## config.mk

```make
export PLATFORM = sky130hd
export DESIGN_NAME = rx_buffer_ctrl
export DESIGN_NICKNAME = d
export VERILOG_FILES = /design/src/source/rx_buffer_pkg.sv /design/src/source/rx_buffer_ctrl.sv
export SDC_FILE = /design/constraint.sdc
export NUM_CORES = 1
export LEC_CHECK = 0
export BUFFER_PORTS_ARGS = -buffer_cell sky130_fd_sc_hd__buf_2
export CAP_MARGIN = 15
export CORE_MARGIN = 4
export CORE_UTILIZATION = 50
export CTS_BUF_LIST = sky130_fd_sc_hd__clkbuf_4
export CTS_CLUSTER_SIZE = 8
export DETAILED_ROUTE_END_ITERATION = 8
export GPL_ROUTABILITY_DRIVEN = 0
export PLACE_DENSITY = 0.82
export SLEW_MARGIN = 20
export SYNTH_ARGS = -nofsm -noshare
export SYNTH_HDL_FRONTEND = slang
export SYNTH_SLANG_ARGS = --single-unit
```

## constraint.sdc

```tcl
create_clock -name i_clk -period 2.6 [get_ports i_clk]
set_input_delay 0.26 -clock i_clk [delete_from_list [all_inputs] [get_ports i_clk]]
set_output_delay 0.26 -clock i_clk [all_outputs]
set_load 0.01 [all_outputs]
```

## src/source/rx_buffer_pkg.sv

```systemverilog
package rx_buffer_pkg;

  // --------------------------------------------------
  // Word and request types
  // --------------------------------------------------

  localparam int BYTES_PER_WORD = 8;

  typedef logic [8*BYTES_PER_WORD-1:0] word_t;

  // Encoding matches the 2-bit wordsize port of the parser
  typedef enum logic [1:0] {
    SIZE_8  = 2'd0,
    SIZE_16 = 2'd1,
    SIZE_32 = 2'd2,
    SIZE_64 = 2'd3
  } word_size_t;

  typedef struct packed {
    word_size_t size;
    logic [2:0] offset;
  } access_sel_t;

  // What the aligner does with the RAM word of this cycle
  typedef enum logic [1:0] {
    PH_NONE,
    PH_WHOLE,
    PH_HEAD,
    PH_TAIL
  } read_phase_t;

  typedef enum logic [2:0] {
    ST_IDLE,
    ST_LOAD,
    ST_READ_WAIT,
    ST_READ_WHOLE,
    ST_READ_NEXT,
    ST_READ_HEAD,
    ST_READ_TAIL
  } ctrl_state_t;

  // Number of bytes in a read of the given size, 1 to 8
  function automatic logic [3:0] size_bytes(word_size_t size);
    return 4'd1 << size;
  endfunction

endpackage

```

## src/source/rx_buffer_ctrl.sv

```systemverilog
`timescale 1ns/1ns

module rx_buffer_ctrl import rx_buffer_pkg::*; #(
  parameter int ADDR_WIDTH = 8
) (
  input  logic                  i_clk,
  input  logic                  i_areset,
  input  logic                  i_dispatch_packet_available,
  input  logic                  i_dispatch_fifo_empty,
  input  logic                  i_parser_busy,
  input  logic                  i_load_done,
  input  logic                  i_access_port_rd_en,
  input  logic [ADDR_WIDTH+2:0] i_access_port_addr,
  input  word_size_t            i_access_port_wordsize,
  output logic                  o_load,
  output logic [ADDR_WIDTH-1:0] o_rd_addr,
  output access_sel_t           o_sel,
  output read_phase_t           o_phase,
  output logic                  o_access_port_wait
);

  ctrl_state_t state;
  ctrl_state_t state_next;
  logic        load_start;
  logic        read_accept;
  logic        req_crosses;

  assign load_start = (state == ST_IDLE) && i_dispatch_packet_available &&
                      !i_dispatch_fifo_empty && !i_parser_busy;

  // A load starting in the same cycle wins over a read request
  assign read_accept = (state == ST_IDLE) && !load_start && i_access_port_rd_en;

  // Read spills into the next word when offset plus length passes 8
  assign req_crosses = ({1'b0, i_access_port_addr[2:0]} +
                        size_bytes(i_access_port_wordsize)) > BYTES_PER_WORD;

  // --------------------------------------------------
  // State machine
  // --------------------------------------------------

  always_comb begin
    state_next = state;
    case (state)
      ST_IDLE: begin
        if (load_start) begin
          state_next = ST_LOAD;
        end else if (read_accept) begin
          state_next = req_crosses ? ST_READ_NEXT : ST_READ_WAIT;
        end
      end
      ST_LOAD: begin
        if (i_load_done) begin
          state_next = ST_IDLE;
        end
      end
      ST_READ_WAIT:  state_next = ST_READ_WHOLE;
      ST_READ_WHOLE: state_next = ST_IDLE;
      ST_READ_NEXT:  state_next = ST_READ_HEAD;
      ST_READ_HEAD:  state_next = ST_READ_TAIL;
      ST_READ_TAIL:  state_next = ST_IDLE;
      default:       state_next = ST_IDLE;
    endcase
  end

  always_ff @(posedge i_clk or posedge i_areset) begin
    if (i_areset) begin
      state              <= ST_IDLE;
      o_access_port_wait <= 1'b0;
    end else begin
      state <= state_next;
      // Wait drops at the same edge the aligner raises dv
      if (read_accept) begin
        o_access_port_wait <= 1'b1;
      end else if (state == ST_READ_WHOLE || state == ST_READ_TAIL) begin
        o_access_port_wait <= 1'b0;
      end
    end
  end

  // Request address and selection are held for the whole read
  always_ff @(posedge i_clk) begin
    if (read_accept) begin
      o_rd_addr    <= i_access_port_addr[ADDR_WIDTH+2:3];
      o_sel.size   <= i_access_port_wordsize;
      o_sel.offset <= i_access_port_addr[2:0];
    end else if (state == ST_READ_NEXT) begin
      // First word is already being read so move on to the second
      o_rd_addr <= o_rd_addr + 1'b1;
    end
  end

  // --------------------------------------------------
  // Outputs to loader and aligner
  // --------------------------------------------------

  assign o_load = (state == ST_LOAD);

  always_comb begin
    case (state)
      ST_READ_WHOLE: o_phase = PH_WHOLE;
      ST_READ_HEAD:  o_phase = PH_HEAD;
      ST_READ_TAIL:  o_phase = PH_TAIL;
      default:       o_phase = PH_NONE;
    endcase
  end

  // Wait is high exactly while a read is in progress
  a_wait_during_read : assert property (
    @(posedge i_clk) disable iff (i_areset)
    o_access_port_wait == !(state inside {ST_IDLE, ST_LOAD})
  );

endmodule

```

Yosys cells after proc, flatten, opt, wreduce, memory -nomap -nowiden:

Index checks and enable logic that the tools add are counted.
Widths: inputs -> output; s select.

* register bits after elaboration: 17
* input bits: 20
* output and inout port bits: 17
* word-level logic and storage cells: 40

* add/sub/neg operators: 2
* magnitude comparators: 1
* equal/unequal tests: 8
* shift operators: 1
* multiplexer cells: 10
* reductions and logical operators: 13

Operators by type and width (count)
* $mux 8: 2
* $pmux 3 s5: 1
* $mux 3: 4
* $eq 3x3->1 const B: 3
* $add 8x1->8 const B: 1
* $eq 3x2->1 const B: 2
* $pmux 2 s3: 1
* $add 3x4->5: 1
* $gt 5x4->1 const B: 1
* $logic_and 1x1->1: 5
* $reduce_bool 2->1: 2
* $shl 1x2->4 const A: 1
* $eq 3x1->1 const B: 1
* $logic_not 1->1: 3
* $logic_not 3->1: 1
* $ne 3x3->1 const B: 1
* $mux 1: 2
* $ne 2x2->1 const B: 1
* $reduce_and 2->1: 1
* $logic_or 1x1->1: 1

Longest topological paths before layout:

* word-level depth: 10
* mapped depth: 8

Least setup slack after synthesis:

Ideal clock, no wire load.

* path kind: flip-flop to flip-flop
* start: register state[2]
* end: register o_rd_addr[0] (enable)
* setup time: 0.375 ns
* data arrival time: 1.454 ns
* required time: 2.225 ns
* slack: 0.770 ns
* stages on the path, launching flop included: 4
* path buffers: 0
* cells stage by stage: dfrtp_1 -> nand2b_1 -> or3_1 -> a21oi_1

* word-level cells in the longest chain between the ends: 8
* elaborated cells between the ends (all ways): 9
* those cells by class: 1 x eq/ne; 8 x reduce/logical

RTL lines
* start: declaration: RTL line rx_buffer_ctrl.sv:22 `ctrl_state_t state;`
* start signal: assignment: RTL line rx_buffer_ctrl.sv:71 `state <= state_next;`
* $logic_not 3->1: RTL line rx_buffer_ctrl.sv:28, rx_buffer_ctrl.sv:32
* $logic_and 1x1->1 (2 in a row): RTL line rx_buffer_ctrl.sv:28 `assign load_start = (state == ST_IDLE) && i_dispatch_packet_available &&`
* $logic_and 1x1->1: RTL line rx_buffer_ctrl.sv:29 `!i_dispatch_fifo_empty && !i_parser_busy;`
* $logic_not 1->1: RTL line rx_buffer_ctrl.sv:32 `assign read_accept = (state == ST_IDLE) && !load_start && i_access_port_rd_en;`
* $logic_and 1x1->1 (2 in a row): RTL line rx_buffer_ctrl.sv:32
* $reduce_bool 2->1 (no line) *
* end signal: assignment: RTL line rx_buffer_ctrl.sv:84 `o_rd_addr <= i_access_port_addr[ADDR_WIDTH+2:3];`
* end signal: assignment: RTL line rx_buffer_ctrl.sv:89 `o_rd_addr <= o_rd_addr + 1'b1;`
* end: declaration: RTL line rx_buffer_ctrl.sv:16 `output logic [ADDR_WIDTH-1:0] o_rd_addr,`

Mark *: on every way between the ends. The rest lies on a longest branch, timed or not.
A chain may end at the register's enable or synchronous reset.

Worst setup path after layout:

* start: input i_access_port_wordsize[0]
* end: register state[1]

* word-level cells in the longest chain between the ends: 7

RTL lines
* start: declaration: RTL line rx_buffer_ctrl.sv:14 `input word_size_t i_access_port_wordsize,`
* $shl 1x2->4: RTL line rx_buffer_pkg.sv:44 `return 4'd1 << size;`
* $add 3x4->5: RTL line rx_buffer_ctrl.sv:35 `assign req_crosses = ({1'b0, i_access_port_addr[2:0]} +`
* $gt 5x4->1: RTL line rx_buffer_ctrl.sv:36 `size_bytes(i_access_port_wordsize)) > BYTES_PER_WORD;`
* $mux 3: RTL line rx_buffer_ctrl.sv:49 `state_next = req_crosses ? ST_READ_NEXT : ST_READ_WAIT;`
* $mux 3: RTL line rx_buffer_ctrl.sv:48 `end else if (read_accept) begin`
* $mux 3: RTL line rx_buffer_ctrl.sv:46 `if (load_start) begin`
* $pmux 3 s5: RTL line rx_buffer_ctrl.sv:44 `case (state)`

No other way between the ends. The select of a mux whose other input is x is not followed.

==> impl_metrics.toml <==
[min_path]
hold_depth = 1
hold_class = "input port to flip-flop"

[sta]
fin_crit_ps = 1800
finalCritPeriodShare_pct = 69.1
tightestPinTransition_ps = 578
rsz0062_at_grt = "false"
setup_viol = 0
timing.slew.headroom_pct = 61.4
setup_tns_ps = 0
clock_skew_ps = 1.41
max_freq_ghz = 0.557
finalHoldViolations = 0
slew_violations = 0

[pwr]
finalPower_mw = 1.27
powerDensity_nw_per_um2 = 1010
ir_worst_vdd_uv = 684
p_leak_nw = 0.550

[detailed_routing]
via_per_inst = 5.04
drt_drc_violations_left = 0
firstDrtPassIters = 4
wl_per_cell_um = 13.1
final_antenna_net_count = 0
wirelength_mm = 2.13
vias = 822
first_iter_violations = 17

[floorplanning]
rows = 16
core-area_um2 = 1940
die_h_um = 53.2
pin_count = 37
start_util_pct = 52.5
die-area_um2 = 2830
die_w_um = 53.2

[clock_tree]
clkSinkCount = 17
clk_pin_slew_ps = 90
cts_tree = "built"
cts_resized = 0
clkLatencyLatePin_ps = 290
cts.path.max_buffers = 2
root_buffer = "clkbuf_4"
numCtsBuffers = 3
cts.htree.levels = 1

[setup_path]
crit_cells = 9
crit_slowest_cell = "fa_1"
cp-end-kind = "flip-flop"
start_kind = "input port"
ff2ff_path_depth = 4
crit_buf_inv = 2
crit_path_cell_trace = "buf_2 > nor2_1 > ha_1 > inv_1 > fa_1 > nand2b_1 > o22ai_1 > a221o_1 > a21o_1"
worstPathMaxFanout = 6
crit_type = "input port to flip-flop"
crit_arrival_ps = 1980
cp_top_family = "compound AO/OA/AOI/OAI gates"
slowest_delay_ps = 440
cp.required_ps = 2790

[layout]
stdcell_count = 163
antenna_cells = 0
fill_cells = 165
area_growth_pct = 24.2
fin_nets = 162
utilization_pct = 65.2
layout-drive-gt1-share_pct = 33.8

[synth]
synth_enable_flop_cells = 13
yosysSeqAreaShare_pct = 48.1
synth_top_area_share_pct = 38.3
async_flop_share_pct = 23.5
synth_top_cell_by_area = "edfxtp_1"
synthTopCellsByCount = "edfxtp_1 (13), nand2_1 (12), o21ai_0 (10)"
syn_inst = 95
synth_fp_nets = 120
avgSynthCellArea_um2 = 10.7
yosysUniqueCellTypes = 32
synth_most_common_cell = "edfxtp_1"
synth_seq_cells = 17
yosysWarnings = 0
ys_top_cells_by_area = "edfxtp_1 (38%), dfrtp_1 (9.8%), ha_1 (4.9%), o21ai_0 (4.9%), nand2_1 (4.4%)"
ys.flop_type = "edfxtp_1"
synth_area_um2 = 1020

[global_route]
overflow = 0
antenna_found_initial = 0
grt_pass1_vias = 793
grtUsageTotal_pct = 17.6
grt_pass1_wl_mm = 3.44
grt_max_degree = 16

[placement]
io_buffers = 36
place_hpwl_mm = 1.77
place_inst = 158

[run]
max_cap_viol_count = 0

[run_status]
status = "complete, no violations"
report_power, final:
part | switching, mW | leakage [nW] | internal, mW
Combinational | 0.294 | 0.361 | 0.260
Clock | 0.0800 | 0.0184 | 0.0701
Sequential | 0.118 | 0.171 | 0.452
Total | 0.492 | 0.550 | 0.782
cells by family after synthesis:
| group | Yosys count | share of synthesized area (%) |
|---|---|---|
| and+or+nand+nor | 35 | 19.4 |
| AOI/OAI and AO/OA | 21 | 13.4 |
| DFF | 17 | 48.1 |
| buffers and inverters | 9 | 5.15 |
| xor gates and xnor gates | 7 | 6.01 |
| adders and majority gates | 5 | 6.87 |
| muxes | 1 | 1.10 |
placed cells by master (no fill, tap or decap), types with 2 or more instances in the layout:
cell      instances
a21oi_1           2
buf_4             3
buf_2            36
clkbuf_4          4
nor3b_1           2
o21ai_0          10
dfrtp_1           4
nand2b_1          7
o22ai_1           2
and2_1            2
nor2b_1           2
xor2_1            3
nand2_1          12
nand3_1           2
nor2_1            3
inv_1             6
xnor2_1           4
edfxtp_1         13
ha_1              4
flip-flops by register name (all words and copies together), names as in the netlist:
| name | cells |
|---|---|
| state | 3 |
| o_sel | 5 |
| o_rd_addr | 8 |
| o_access_port_wait | 1 |
per-stage QoR:
step / hold slack (ps) / instance area, µm² / worst slack, ps
after detailed placement: 148 / 1230 / 485
after floorplan: 26.1 / 1020 / 770
final: 166 / 1270 / 805
after global placement: 142 / 1230 / 598
after CTS: 156 / 1270 / 802
after global routing: 150 / 1270 / 761
what timing repair did:
item                                   CTS  global route
hold buffers                             1             0
buffers inserted                         0             0
endpoints found under the hold margin    4             0
setup endpoints to repair                0             0
routing by layer:
layer / GRT usage [%] / wire (µm) / vias to the layer above
li1: - / - / 420
met1: 18.7 / 793 / 372
met5: 0 / 0 / -
met4: 11.9 / 38 / 0
met3: 2.82 / 148 / 4
met2: 31.6 / 1150 / 26
area by class of cell:
cell class	instances	area [µm²]	area share, %
clock buffer	4	30.0	2.37
timing repair buffer	40	213	16.8
tap	27	33.8	2.67
inverter	6	22.5	1.78
multi-input combinational	69	477	37.6
sequential	17	490	38.7
worst paths after layout:
| path | end | slack, ps | startpoint |
|---|---|---|---|
| min in group asynchronous | o_access_port_wait$_DFFE_PP0P_ | 410 | i_areset |
| min reg2reg | o_access_port_wait$_DFFE_PP0P_ | 530 | o_access_port_wait$_DFFE_PP0P_ |
| min | o_sel[0]$_DFFE_PP_ | 170 | i_access_port_addr[0] |
| max | state[1]$_DFFE_PP0P_ | 800 | i_access_port_wordsize[0] |
| max in group asynchronous | state[2]$_DFFE_PP0P_ | 2050 | i_areset |
| max reg2reg | o_rd_addr[6]$_DFFE_PP_ | 870 | state[2]$_DFFE_PP0P_ |
No activity file was read; power rests on OpenSTA's default activity.
