**src/source/rx_buffer_pkg.sv**
```systemverilog
package rx_buffer_pkg;

  // --------------------------------------------------
  // Word and request types
  // --------------------------------------------------

  localparam int BYTES_PER_WORD = 8;

  typedef logic [8*BYTES_PER_WORD-1:0] word_t;

  // Encoding matches the 2-bit wordsize port of the parser
  typedef enum logic [1:0] {
    SIZE_8  = 2'd0,
    SIZE_16 = 2'd1,
    SIZE_32 = 2'd2,
    SIZE_64 = 2'd3
  } word_size_t;

  typedef struct packed {
    word_size_t size;
    logic [2:0] offset;
  } access_sel_t;

  // What the aligner does with the RAM word of this cycle
  typedef enum logic [1:0] {
    PH_NONE,
    PH_WHOLE,
    PH_HEAD,
    PH_TAIL
  } read_phase_t;

  typedef enum logic [2:0] {
    ST_IDLE,
    ST_LOAD,
    ST_READ_WAIT,
    ST_READ_WHOLE,
    ST_READ_NEXT,
    ST_READ_HEAD,
    ST_READ_TAIL
  } ctrl_state_t;

  // Number of bytes in a read of the given size, 1 to 8
  function automatic logic [3:0] size_bytes(word_size_t size);
    return 4'd1 << size;
  endfunction

endpackage

```
**src/source/rx_fifo_loader.sv**
```systemverilog
`timescale 1ns/1ns

module rx_fifo_loader import rx_buffer_pkg::*; #(
  parameter int ADDR_WIDTH = 8
) (
  input  logic                  i_clk,
  input  logic                  i_areset,
  input  logic                  i_load,
  input  logic                  i_dispatch_fifo_empty,
  input  word_t                 i_dispatch_fifo_rd_data,
  output logic                  o_dispatch_fifo_rd_en,
  output logic                  o_dispatch_packet_read,
  output logic                  o_load_done,
  output logic                  o_wr_en,
  output logic [ADDR_WIDTH-1:0] o_wr_addr,
  output word_t                 o_wr_data
);

  logic                  pop;
  logic [ADDR_WIDTH-1:0] word_cnt;

  // FIFO is first-word-fall-through, so the head word is written
  // in the same cycle it is popped
  assign pop = i_load && !i_dispatch_fifo_empty;

  assign o_dispatch_fifo_rd_en = pop;
  assign o_wr_en               = pop;
  assign o_wr_addr             = word_cnt;
  assign o_wr_data             = i_dispatch_fifo_rd_data;

  // Empty FIFO during a load marks the end of the packet
  assign o_load_done            = i_load && i_dispatch_fifo_empty;
  assign o_dispatch_packet_read = o_load_done;

  // Every packet starts at word 0
  always_ff @(posedge i_clk or posedge i_areset) begin
    if (i_areset) begin
      word_cnt <= '0;
    end else if (!i_load) begin
      word_cnt <= '0;
    end else if (pop) begin
      word_cnt <= word_cnt + 1'b1;
    end
  end

  // Once the end is seen the controller drops the load, so no
  // word may be popped in the cycle after it
  a_no_pop_after_end : assert property (
    @(posedge i_clk) disable iff (i_areset)
    (i_load && i_dispatch_fifo_empty) |=> !o_dispatch_fifo_rd_en
  );

endmodule

```
**config.mk**
```make
export PLATFORM = sky130hd
export DESIGN_NAME = rx_fifo_loader
export DESIGN_NICKNAME = d
export VERILOG_FILES = /design/src/source/rx_buffer_pkg.sv /design/src/source/rx_fifo_loader.sv
export SDC_FILE = /design/constraint.sdc
export NUM_CORES = 1
export LEC_CHECK = 0
export BUFFER_PORTS_ARGS = -buffer_cell sky130_fd_sc_hd__clkbuf_2
export CORE_MARGIN = 10
export CORE_UTILIZATION = 31
export CTS_CLUSTER_DIAMETER = 150
export DETAILED_ROUTE_END_ITERATION = 16
export GPL_TIMING_DRIVEN = 0
export HOLD_SLACK_MARGIN = 0.05
export PLACE_DENSITY = 0.89
export SYNTH_ARGS = -nofsm -noshare
export SYNTH_HDL_FRONTEND = slang
export SYNTH_SLANG_ARGS = --single-unit
```
**constraint.sdc**
```tcl
create_clock -name i_clk -period 2.6 [get_ports i_clk]
set_clock_uncertainty 0.15 [all_clocks]
set_input_delay 0.52 -clock i_clk [delete_from_list [all_inputs] [get_ports i_clk]]
set_output_delay 0.52 -clock i_clk [all_outputs]
set_load 0.01 [all_outputs]
```
Word level (Yosys, flattened, before mapping)

Cells that the tools add are included.

Input bits: 68
Logic and storage cells: 8
Register bits: 8

Multiplexer cells: 2
Eq/ne operators: 1
Add/subtract/negate cells: 1
Reductions and logical operators: 3

Operators with widths:

| kind                  | number |
|---|---|
| $mux W8               | 2 |
| $add A8 B1 Y8 const B | 1 |
| $logic_and A1 B1 Y1   | 2 |
| $ne A2 B1 Y1 const B  | 1 |
| $logic_not A1 Y1      | 1 |

Longest topological paths before layout

Gate-level depths: netlist of run 1.

Depth in word-level cells: 4
Gate-level depth with buffers: 4

Worst setup path before layout of run 1

No wires, ideal clock.

Path kind: input port to output port
Start: in i_dispatch_fifo_empty
End: out o_wr_en
Setup slack: 0.939 ns
Data required time: 1.930 ns
Path buffers: 2
Arrival time: 0.991 ns
Cell stages on the path: 3
Path through: buf_6 -> and2b_2 -> buf_4

Cells in the longest elaborated chain, start to end: 2

RTL lines:

| what                | line                 | RTL |
|---|---|---|
| from (decl)         | rx_fifo_loader.sv:9  | `input logic i_dispatch_fifo_empty,` |
| $logic_not A1 Y1    | rx_fifo_loader.sv:24 | `assign pop = i_load && !i_dispatch_fifo_empty;` |
| $logic_and A1 B1 Y1 | rx_fifo_loader.sv:24 |  |
| to (decl)           | rx_fifo_loader.sv:14 | `output logic o_wr_en,` |

Every way passes these cells.

Worst setup path in the final report of run 1

Start: in i_load
End: out o_wr_en

Cells in the longest elaborated chain, start to end: 1

RTL lines:

| what                | line                 | RTL |
|---|---|---|
| from (decl)         | rx_fifo_loader.sv:8  | `input logic i_load,` |
| $logic_and A1 B1 Y1 | rx_fifo_loader.sv:24 |  |

Every way passes these cells.

==> qor.csv, run 1 <==
metric,value,unit
outcome,completed,
first_iter_violations,7,
cts_sinks,8,
layout.nets,258,
max_freq,0.5540,GHz
hold-path-cell-count,2,
drv_cap,0,
place_congestion,0.7474,
die_x,74.87,um
tns,0,ns
vias,893,
async_flop_share,100.0,%
whs,0.4025,ns
port_buffers,78,
syn_area,933.4,um^2
clock_latency,0.25,ns
post-place-ws,0.7829,ns
holdBufCountCts,1,
synth.area.top_cells,"buf_4 (53%), dfrtp_1 (21%), xnor2_1 (3.8%), and2_1 (2.7%), nand4b_4 (2.5%)",
synth_top_cell_area_share,53.08,%
min_period_over_period,69.43,%
postCtsSetupBuffers,0,
r2r_cells,4,
antenna_found_initial,0,
io_pins,144,
multi_input_area,222.7,um^2
powerDensity,298.3,nW/um^2
rsz0062_at_grt,no,
cts-buffers-inserted,3,
worstPathMaxFanout,10,
track_usage,9.987,%
synthCells,105,
fin_ws,0.7949,ns
syn_to_final_growth,49.46,%
largest_reg_flops,8,
synth_ff_type,dfrtp_1,
post_drt_wl_per_cell,16.04,um
grt_first_pass_wirelength,4457,um
die-area,5606,um^2
grt_start_max_net_pins,11,
ant_nets,0,
core,2829,um^2
seq_area,200.2,um^2
syn_nets,174,
overflow,0,
fin_crit,1.805,ns
synth_area_per_cell,8.889,um^2
worst-endpoint-arrival,1.14,ns
tightest_slew,0.3262,ns
drive_above_1_share,80.75,%
hold_class,register to register,
ys_seq_area_share,21.45,%
end_kind,primary output,
leakage,0.8799,nW
hpwl,3251,um
ys_ff_latch,8,
initial_core_util,32.99,%
cts-root-buf,clkbuf_4,
hold_viol_final,0,
die_y,74.87,um
synth-edff-count,0,
ys_types,21,
cts.clk_slew.worst_paths,0.05,ns
max_slew_margin,78.23,%
timing.final.max_slew_violations,0,
cts_repair_resize_count,0,
first_pass_iters,2,
num_antenna_cells,0,
grt_pass1_vias,882,
cp-start-kind,input port,
fillers,286,
ir_drop,190.9,uV
wl,3496,um
clockBufferDepth,2,
cts_tree,done,
drc_errors,0,
finalPower,0.0004162,W
critical_path_required,1.93,ns
via_per_inst,4.096,
synth_warnings,0,
synth_top_cell_by_area,buf_4,
fp-row-count,19,
crit_type,input port to primary output,
setup_viol,0,
htree_levels,1,
[layer usage]
metal | track usage (%) | wire [um] | part of all wire (%)
met1 | 8.271 | 1044 | 30
met2 | 19.90 | 1833 | 52
met3 | 5.782 | 607 | 17
met4 | 1.891 | 10 | 0.29
met5 | 0 | 0 | 0
[per-stage QoR]
step / area [um^2] / utilization [%] / cells
4_1_cts: 1395 / 49.31 / 218
2_1_floorplan: 933.4 / - / 105
3_3_place_gp: 1363 / 48.16 / 214
6_report: 1395 / 49.31 / 218
3_5_place_dp: 1363 / 48.16 / 214
5_1_grt: 1395 / 49.31 / 218
[where the power goes]
group	switching (W)	internal, W	total (W)
registers	0.00000592	0.000128	0.000134
clock network	0.0000424	0.0000528	0.0000952
logic	0.0000759	0.000111	0.000187
total	0.000124	0.000292	0.000416
[logic make-up (layout without fill, tap and decap cells)]
group                    count (synthesis)  count (layout)  synth area share [%]
AO/OA/AOI/OAI                            6               6                 4.021
XOR/XNOR                                 4               4                 3.753
adder cells (fa/ha/maj)                  1               1                 1.340
buffers and inverters                   68             150                 54.69
flip-flops                               8               8                 21.45
multiplexers                             1               1                 1.072
AND/OR/NAND/NOR                         17              17                 13.67
[cells in the mapped netlist, types with 3 or more instances]
master and n:
dfrtp_1 8, buf_4 66, xnor2_1 4, or3_1 3, o21ai_0 3, and2_1 4, a21boi_1 3
[layout make-up]
cell class                 count  area share (%)
buffer                        67           36.32
timing repair buffer          79           28.70
multi-input combinational     29           15.96
sequential                     8           14.35
tap                           31           2.780
clock buffer                   3           1.614
inverter                       1          0.2691
[cell usage in the layout (no fill, tap or decap), drive strengths merged, types with 2 or more instances in the layout]
| cell | count |
|---|---|
| and2 | 5 |
| xnor2 | 4 |
| buf | 67 |
| nand4b | 2 |
| o21ai | 3 |
| or3 | 3 |
| dfrtp | 8 |
| a21boi | 3 |
| clkbuf | 81 |
[worst paths after layout]
check,slack [ns],startpoint,end
min,0.40,o_wr_addr[7],o_wr_addr[7]
min reg2reg,0.40,o_wr_addr[7],o_wr_addr[7]
min in group asynchronous,0.60,i_areset,o_wr_addr[1]
max in group asynchronous,1.46,i_areset,o_wr_addr[7]
max,0.79,i_load,o_wr_en
max reg2reg,1.15,o_wr_addr[0],o_wr_addr[6]
[worst max-delay path, stage by stage]
cell and delay (ns):
clkbuf_2 0.15, and2b_2 0.22, buf_4 0.12, clkbuf_2 0.12
No activity file was read; power rests on OpenSTA's default activity.
==> run 2, diff against run 1 <==
--- a/config.mk
+++ b/config.mk
@@ -7,12 +7,12 @@
 export LEC_CHECK = 0
 export BUFFER_PORTS_ARGS = -buffer_cell sky130_fd_sc_hd__clkbuf_2
 export CORE_MARGIN = 10
-export CORE_UTILIZATION = 31
+export CORE_UTILIZATION = 26
 export CTS_CLUSTER_DIAMETER = 150
 export DETAILED_ROUTE_END_ITERATION = 16
 export GPL_TIMING_DRIVEN = 0
 export HOLD_SLACK_MARGIN = 0.05
-export PLACE_DENSITY = 0.89
+export PLACE_DENSITY = 0.8
 export SYNTH_ARGS = -nofsm -noshare
 export SYNTH_HDL_FRONTEND = slang
 export SYNTH_SLANG_ARGS = --single-unit
==> constraint.sdc (replaced) <==
create_clock -name i_clk -period 1.5 [get_ports i_clk]
set_clock_uncertainty 0.15 [all_clocks]
set_input_delay 0.3 -clock i_clk [delete_from_list [all_inputs] [get_ports i_clk]]
set_output_delay 0.3 -clock i_clk [all_outputs]
set_load 0.01 [all_outputs]
==> run 2 against run 1 <==
First-iteration DRC count up 86%. Worst hold slack worse by 0.17 ns. Sequential share of layout area about the same. Core utilization down 7.5 points. Via count down 1.3%. Design area up 1.5%. Count of clock-buffer cells in the layout unchanged. Sequential power up 73%. Cell count up 6.9%. Critical endpoint is now o_wr_addr[6].
==> qor.csv, run 2 (synthesis gave the netlist of run 1 again) <==
metric,value,unit,change
outcome,completed,,unchanged
cts-root-buf,clkbuf_4,,unchanged
fin_crit,1.389,ns,
clock_latency,0.25,ns,about the same
worstPathMaxFanout,4,,was 10
core,3390,um^2,was 2829 um^2
multi_input_area,222.7,um^2,unchanged
cts-buffers-inserted,3,,unchanged
antenna_found_initial,0,,unchanged
drive_above_1_share,81.82,%,was 80.75%
fillers,349,,was 286
grt_start_max_net_pins,11,,unchanged
largest_reg_flops,8,,unchanged
num_antenna_cells,0,,unchanged
overflow,0,,unchanged
path_cells,ha_1 -> nand3b_1 -> or3_1 -> a21boi_1,,was clkbuf_2 -> and2b_2 -> buf_4 -> clkbuf_2
dp.cells,229,,was 214
hold_class,input port to register,,was register to register
tightest_slew,0.3081,ns,was 0.3262 ns
post-place-ws,0.05979,ns,was 0.7829 ns
fin_ws,0.1107,ns,was 0.7949 ns
ir_drop,297.0,uV,was 190.9 uV
crit_type,register to register,,was input port to primary output
layout_common_cells,"clkbuf_2 (78), buf_4 (66), dfrtp_1 (6)",,"was clkbuf_2 (78), buf_4 (66), dfrtp_1 (8)"
final_common_cell,clkbuf_2,,unchanged
track_usage,8.882,%,was 9.987%
postCtsSetupBuffers,0,,unchanged
hpwl,3084,um,was 3251 um
cp-start-kind,register,,was input port
seq_area,202.7,um^2,was 200.2 um^2
worst-endpoint-arrival,1.42,ns,was 1.14 ns
ant_nets,0,,unchanged
cts.clk_slew.worst_paths,0.05,ns,about the same
die-area,6386,um^2,was 5606 um^2
htree_levels,1,,unchanged
cts_tree,done,,unchanged
slowest_stage,dfrtp_2,,was and2b_2
first_iter_violations,13,,was 7
first_pass_iters,2,,unchanged
cts_sinks,8,,unchanged
layout.cells.non_filler,233,,was 218
tns,0,ns,unchanged
initial_core_util,27.54,%,was 32.99%
die_y,79.92,um,was 74.87 um
powerDensity,506.5,nW/um^2,was 298.3 nW/um^2
clockBufferDepth,2,,unchanged
layout.nets,258,,unchanged
syn_to_final_growth,51.74,%,was 49.46%
setup_viol,0,,unchanged
max_freq,0.7198,GHz,
critical_path_required,1.53,ns,was 1.93 ns
cpPeakStageDelay,0.42,ns,was 0.22 ns
drc_errors,0,,unchanged
rsz0062_at_grt,no,,unchanged
fp-row-count,21,,was 19
wl,3329,um,was 3496 um
grt_pass1_vias,928,,was 882
vias,881,,was 893
timing.final.max_slew_violations,0,,unchanged
io_pins,144,,unchanged
via_per_inst,3.781,,was 4.096
grt_first_pass_wirelength,4650,um,was 4457 um
leakage,0.8770,nW,was 0.8799 nW
place_congestion,0.7107,,was 0.7474
hold_viol_final,0,,unchanged
max_slew_margin,79.44,%,was 78.23%
die_x,79.92,um,was 74.87 um
post_drt_wl_per_cell,14.29,um,was 16.04 um
port_buffers,78,,unchanged
drv_cap,0,,unchanged
end_kind,register,,was primary output
min_period_over_period,92.62,%,
[run 2: what timing repair did]
action                                  4_1_cts  5_1_grt
endpoints found under the hold margin         8        0
hold buffers                                  1        0
gates resized for setup                       0        2
endpoints found under the setup margin        0        1
[run 2: worst paths after layout]
kind	from	end	slack (ns)	cells past startpoint
max in group asynchronous	i_areset	o_wr_addr[1]	0.58	3
min in group asynchronous	i_areset	o_wr_addr[2]	0.37	3
worst max-delay path	o_wr_addr[0]	o_wr_addr[6]	0.11	4
worst max register to register	o_wr_addr[0]	o_wr_addr[6]	0.11	4
worst min-delay path	i_dispatch_fifo_empty	o_wr_addr[1]	0.23	3
worst min register to register	o_wr_addr[7]	o_wr_addr[7]	0.41	2
[run 2: layout make-up]
class	count	area share, %
buffer	67	35.78
clock buffer	3	1.590
inverter	1	0.2650
multi-input combinational	29	15.72
sequential	8	14.31
tap	46	4.064
timing repair buffer	79	28.27
[run 2: metrics by stage]
step / cell area [um^2] / util (%) / total power [W] / hold WS, ns
detailed placement: 1381 / 40.75 / 0.0005633 / 0.1004
global route: 1416 / 41.79 / 0.0007642 / 0.2335
global placement: 1381 / 40.75 / 0.0005588 / 0.09111
CTS: 1414 / 41.71 / 0.0007293 / 0.2063
finish: 1416 / 41.79 / 0.0007174 / 0.2310
floorplan: 933.4 / - / 0.0004474 / -0.03434
[run 2: metal layers]
metal	global-route usage, %	routed length, um	share of wire, %
met1	7.011	958	29
met2	16.69	1741	52
met4	2.113	0	0
met5	0	0	0
met3	6.757	628	19
[run 2: where the power goes]
part	switching [W]	internal, W
Sequential	0.00000989	0.000223
Clock	0.0000711	0.0000914
Combinational	0.000129	0.000193
Total	0.000210	0.000507
[run 2: worst max-delay path: cells and delay by family, from the launching register on]
kind	cells	cell delay (ns)
compound gates	1	0.14
flops	1	0.42
simple gates	2	0.40
fa+ha+maj	1	0.21
==> run 3, diff against run 2 <==
--- a/config.mk
+++ b/config.mk
@@ -10,9 +10,11 @@
 export CORE_UTILIZATION = 26
 export CTS_CLUSTER_DIAMETER = 150
 export DETAILED_ROUTE_END_ITERATION = 16
+export GPL_ROUTABILITY_DRIVEN = 0
 export GPL_TIMING_DRIVEN = 0
 export HOLD_SLACK_MARGIN = 0.05
 export PLACE_DENSITY = 0.8
+export RECOVER_POWER = 100
 export SYNTH_ARGS = -nofsm -noshare
 export SYNTH_HDL_FRONTEND = slang
 export SYNTH_SLANG_ARGS = --single-unit
==> run 3 against run 2 <==
Non-clock buffer count stayed put. Worst setup slack worse by 0.020 ns. First-iteration DRC count fell by 15%. Design area fell by 6.5%. Clock power about the same. Maximum frequency is 1.4% lower. Critical path depth shrank 1. Count of clock-buffer cells in the layout stayed put. Sequential cell count unchanged. Critical path type unchanged.
==> qor.csv, run 3 (synthesis gave the netlist of run 1 again) <==
metric,value,unit,change
outcome,completed,,unchanged
port_buffers,78,,unchanged
cts-buffers-inserted,3,,unchanged
cpPeakStageDelay,0.46,ns,was 0.42 ns
largest_reg_flops,8,,unchanged
worstPathMaxFanout,5,,was 4
grt_pass1_vias,928,,unchanged
drive_above_1_share,42.25,%,was 81.82%
grt_first_pass_wirelength,4650,um,unchanged
final_common_cell,clkbuf_1,,was clkbuf_2
fin_crit,1.409,ns,was 1.389 ns
finalPower,0.0006932,W,was 0.0007174 W
layout.nets,258,,unchanged
drc_errors,0,,unchanged
tightest_slew,0.3123,ns,was 0.3081 ns
ir_drop,296.1,uV,was 297.0 uV
fp-row-count,21,,unchanged
tns,0,ns,unchanged
worst-endpoint-arrival,1.42,ns,about the same
core,3390,um^2,unchanged
layout_common_cells,"clkbuf_1 (74), buf_4 (66), dfrtp_1 (6)",,"was clkbuf_2 (78), buf_4 (66), dfrtp_1 (6)"
rsz0062_at_grt,no,,unchanged
track_usage,8.882,%,unchanged
vias,878,,was 881
hpwl,3084,um,unchanged
cts.clk_slew.worst_paths,0.05,ns,about the same
via_per_inst,3.768,,was 3.781
first_pass_iters,2,,unchanged
ant_nets,0,,unchanged
clockBufferDepth,2,,unchanged
slowest_stage,dfrtp_1,,was dfrtp_2
critical_path_required,1.51,ns,was 1.53 ns
path_cells,nand4b_4 -> or3_1 -> a21boi_0,,was ha_1 -> nand3b_1 -> or3_1 -> a21boi_1
timing.final.max_slew_violations,0,,unchanged
min_period_over_period,93.93,%,was 92.62%
hold_viol_final,0,,unchanged
path_buf_inv,0,,unchanged
crit_type,register to register,,unchanged
end_kind,register,,unchanged
cts-root-buf,clkbuf_4,,unchanged
die_x,79.92,um,unchanged
cts_sinks,8,,unchanged
die-area,6386,um^2,unchanged
leakage,0.6509,nW,was 0.8770 nW
post_drt_wl_per_cell,14.55,um,was 14.29 um
htree_levels,1,,unchanged
num_antenna_cells,0,,unchanged
clock_latency,0.25,ns,about the same
powerDensity,523.7,nW/um^2,was 506.5 nW/um^2
cp-start-kind,register,,unchanged
io_pins,144,,unchanged
final_core_util,39.06,%,was 41.79%
grt_start_max_net_pins,11,,unchanged
wl,3390,um,was 3329 um
initial_core_util,27.54,%,unchanged
antenna_found_initial,0,,unchanged
hold_class,input port to register,,unchanged
whs,0.2314,ns,was 0.2310 ns
cts_tree,done,,unchanged
critical_path.top_delay_family,simple AND/OR/NAND/NOR gates,,was flip-flops
drv_cap,0,,unchanged
setup_viol,0,,unchanged
max_slew_margin,79.16,%,was 79.44%
overflow,0,,unchanged
max_freq,0.7097,GHz,was 0.7198 GHz
die_y,79.92,um,unchanged
first_iter_violations,11,,was 13
syn_to_final_growth,41.82,%,was 51.74%
==> run 3: cell counts in the layout (fill, tap and decap cells not counted) <==
Identical to the previous run, type by type.
==> run 3: power by group <==
part	total [W]	internal, W	switching, W
Clock	0.000163	0.0000914	0.0000714
Combinational	0.000298	0.000168	0.000130
Sequential	0.000232	0.000223	0.00000989
==> run 3: area by class of cell <==
type                            instances  area (um^2)
Sequential cell                         8        202.7
Fill cell                             388         2066
Buffer                                 67        506.7
Tap cell                               46        57.56
Clock buffer                            3        22.52
Inverter                                1        3.754
Multi-Input combinational cell         29        222.7
Timing Repair Buffer                   79        307.8
==> run 3: routing by layer <==
layer / wire [um] / track usage, % / vias to the layer above
li1: - / - / 433
met2: 1733 / 16.69 / 78
met5: 0 / 0 / -
met4: 0 / 2.113 / 0
met1: 1046 / 7.011 / 367
met3: 609 / 6.757 / 0
==> run 3: path summary, 6_finish.rpt <==
| path | start | to | slack (ns) | cells after the start |
|---|---|---|---|---|
| max | o_wr_addr[2] | o_wr_addr[5] | 0.09 | 3 |
| min | i_dispatch_fifo_empty | o_wr_addr[0] | 0.23 | 3 |
| max reg2reg | o_wr_addr[2] | o_wr_addr[5] | 0.09 | 3 |
| min reg2reg | o_wr_addr[7] | o_wr_addr[7] | 0.42 | 2 |
| max in group asynchronous | i_areset | o_wr_addr[1] | 0.57 | 3 |
| min in group asynchronous | i_areset | o_wr_addr[2] | 0.37 | 3 |
==> run 3: what timing repair did <==
| item | CTS | global route |
|---|---|---|
| buffers inserted | 0 | 0 |
| hold buffers | 1 | 0 |
| endpoints found under the hold margin | 8 | 0 |
| endpoints found under the setup margin | 0 | 1 |
| resized for setup | 0 | 2 |
==> run 3: stage by stage <==
stage               worst slack (ns)  instance area (um^2)  cells
CTS                          0.04729                  1414    233
finish                       0.09102                  1324    233
global route                 0.02750                  1324    233
floorplan                    0.08906                 933.4    105
detailed placement           0.05979                  1381    229
global placement             0.07392                  1381    229
==> run 3: worst register-to-register path, stage by stage, from the launching register on <==
cell	delay, ns
dfrtp_1	0.46
nand4b_4	0.16
or3_1	0.35
a21boi_0	0.20
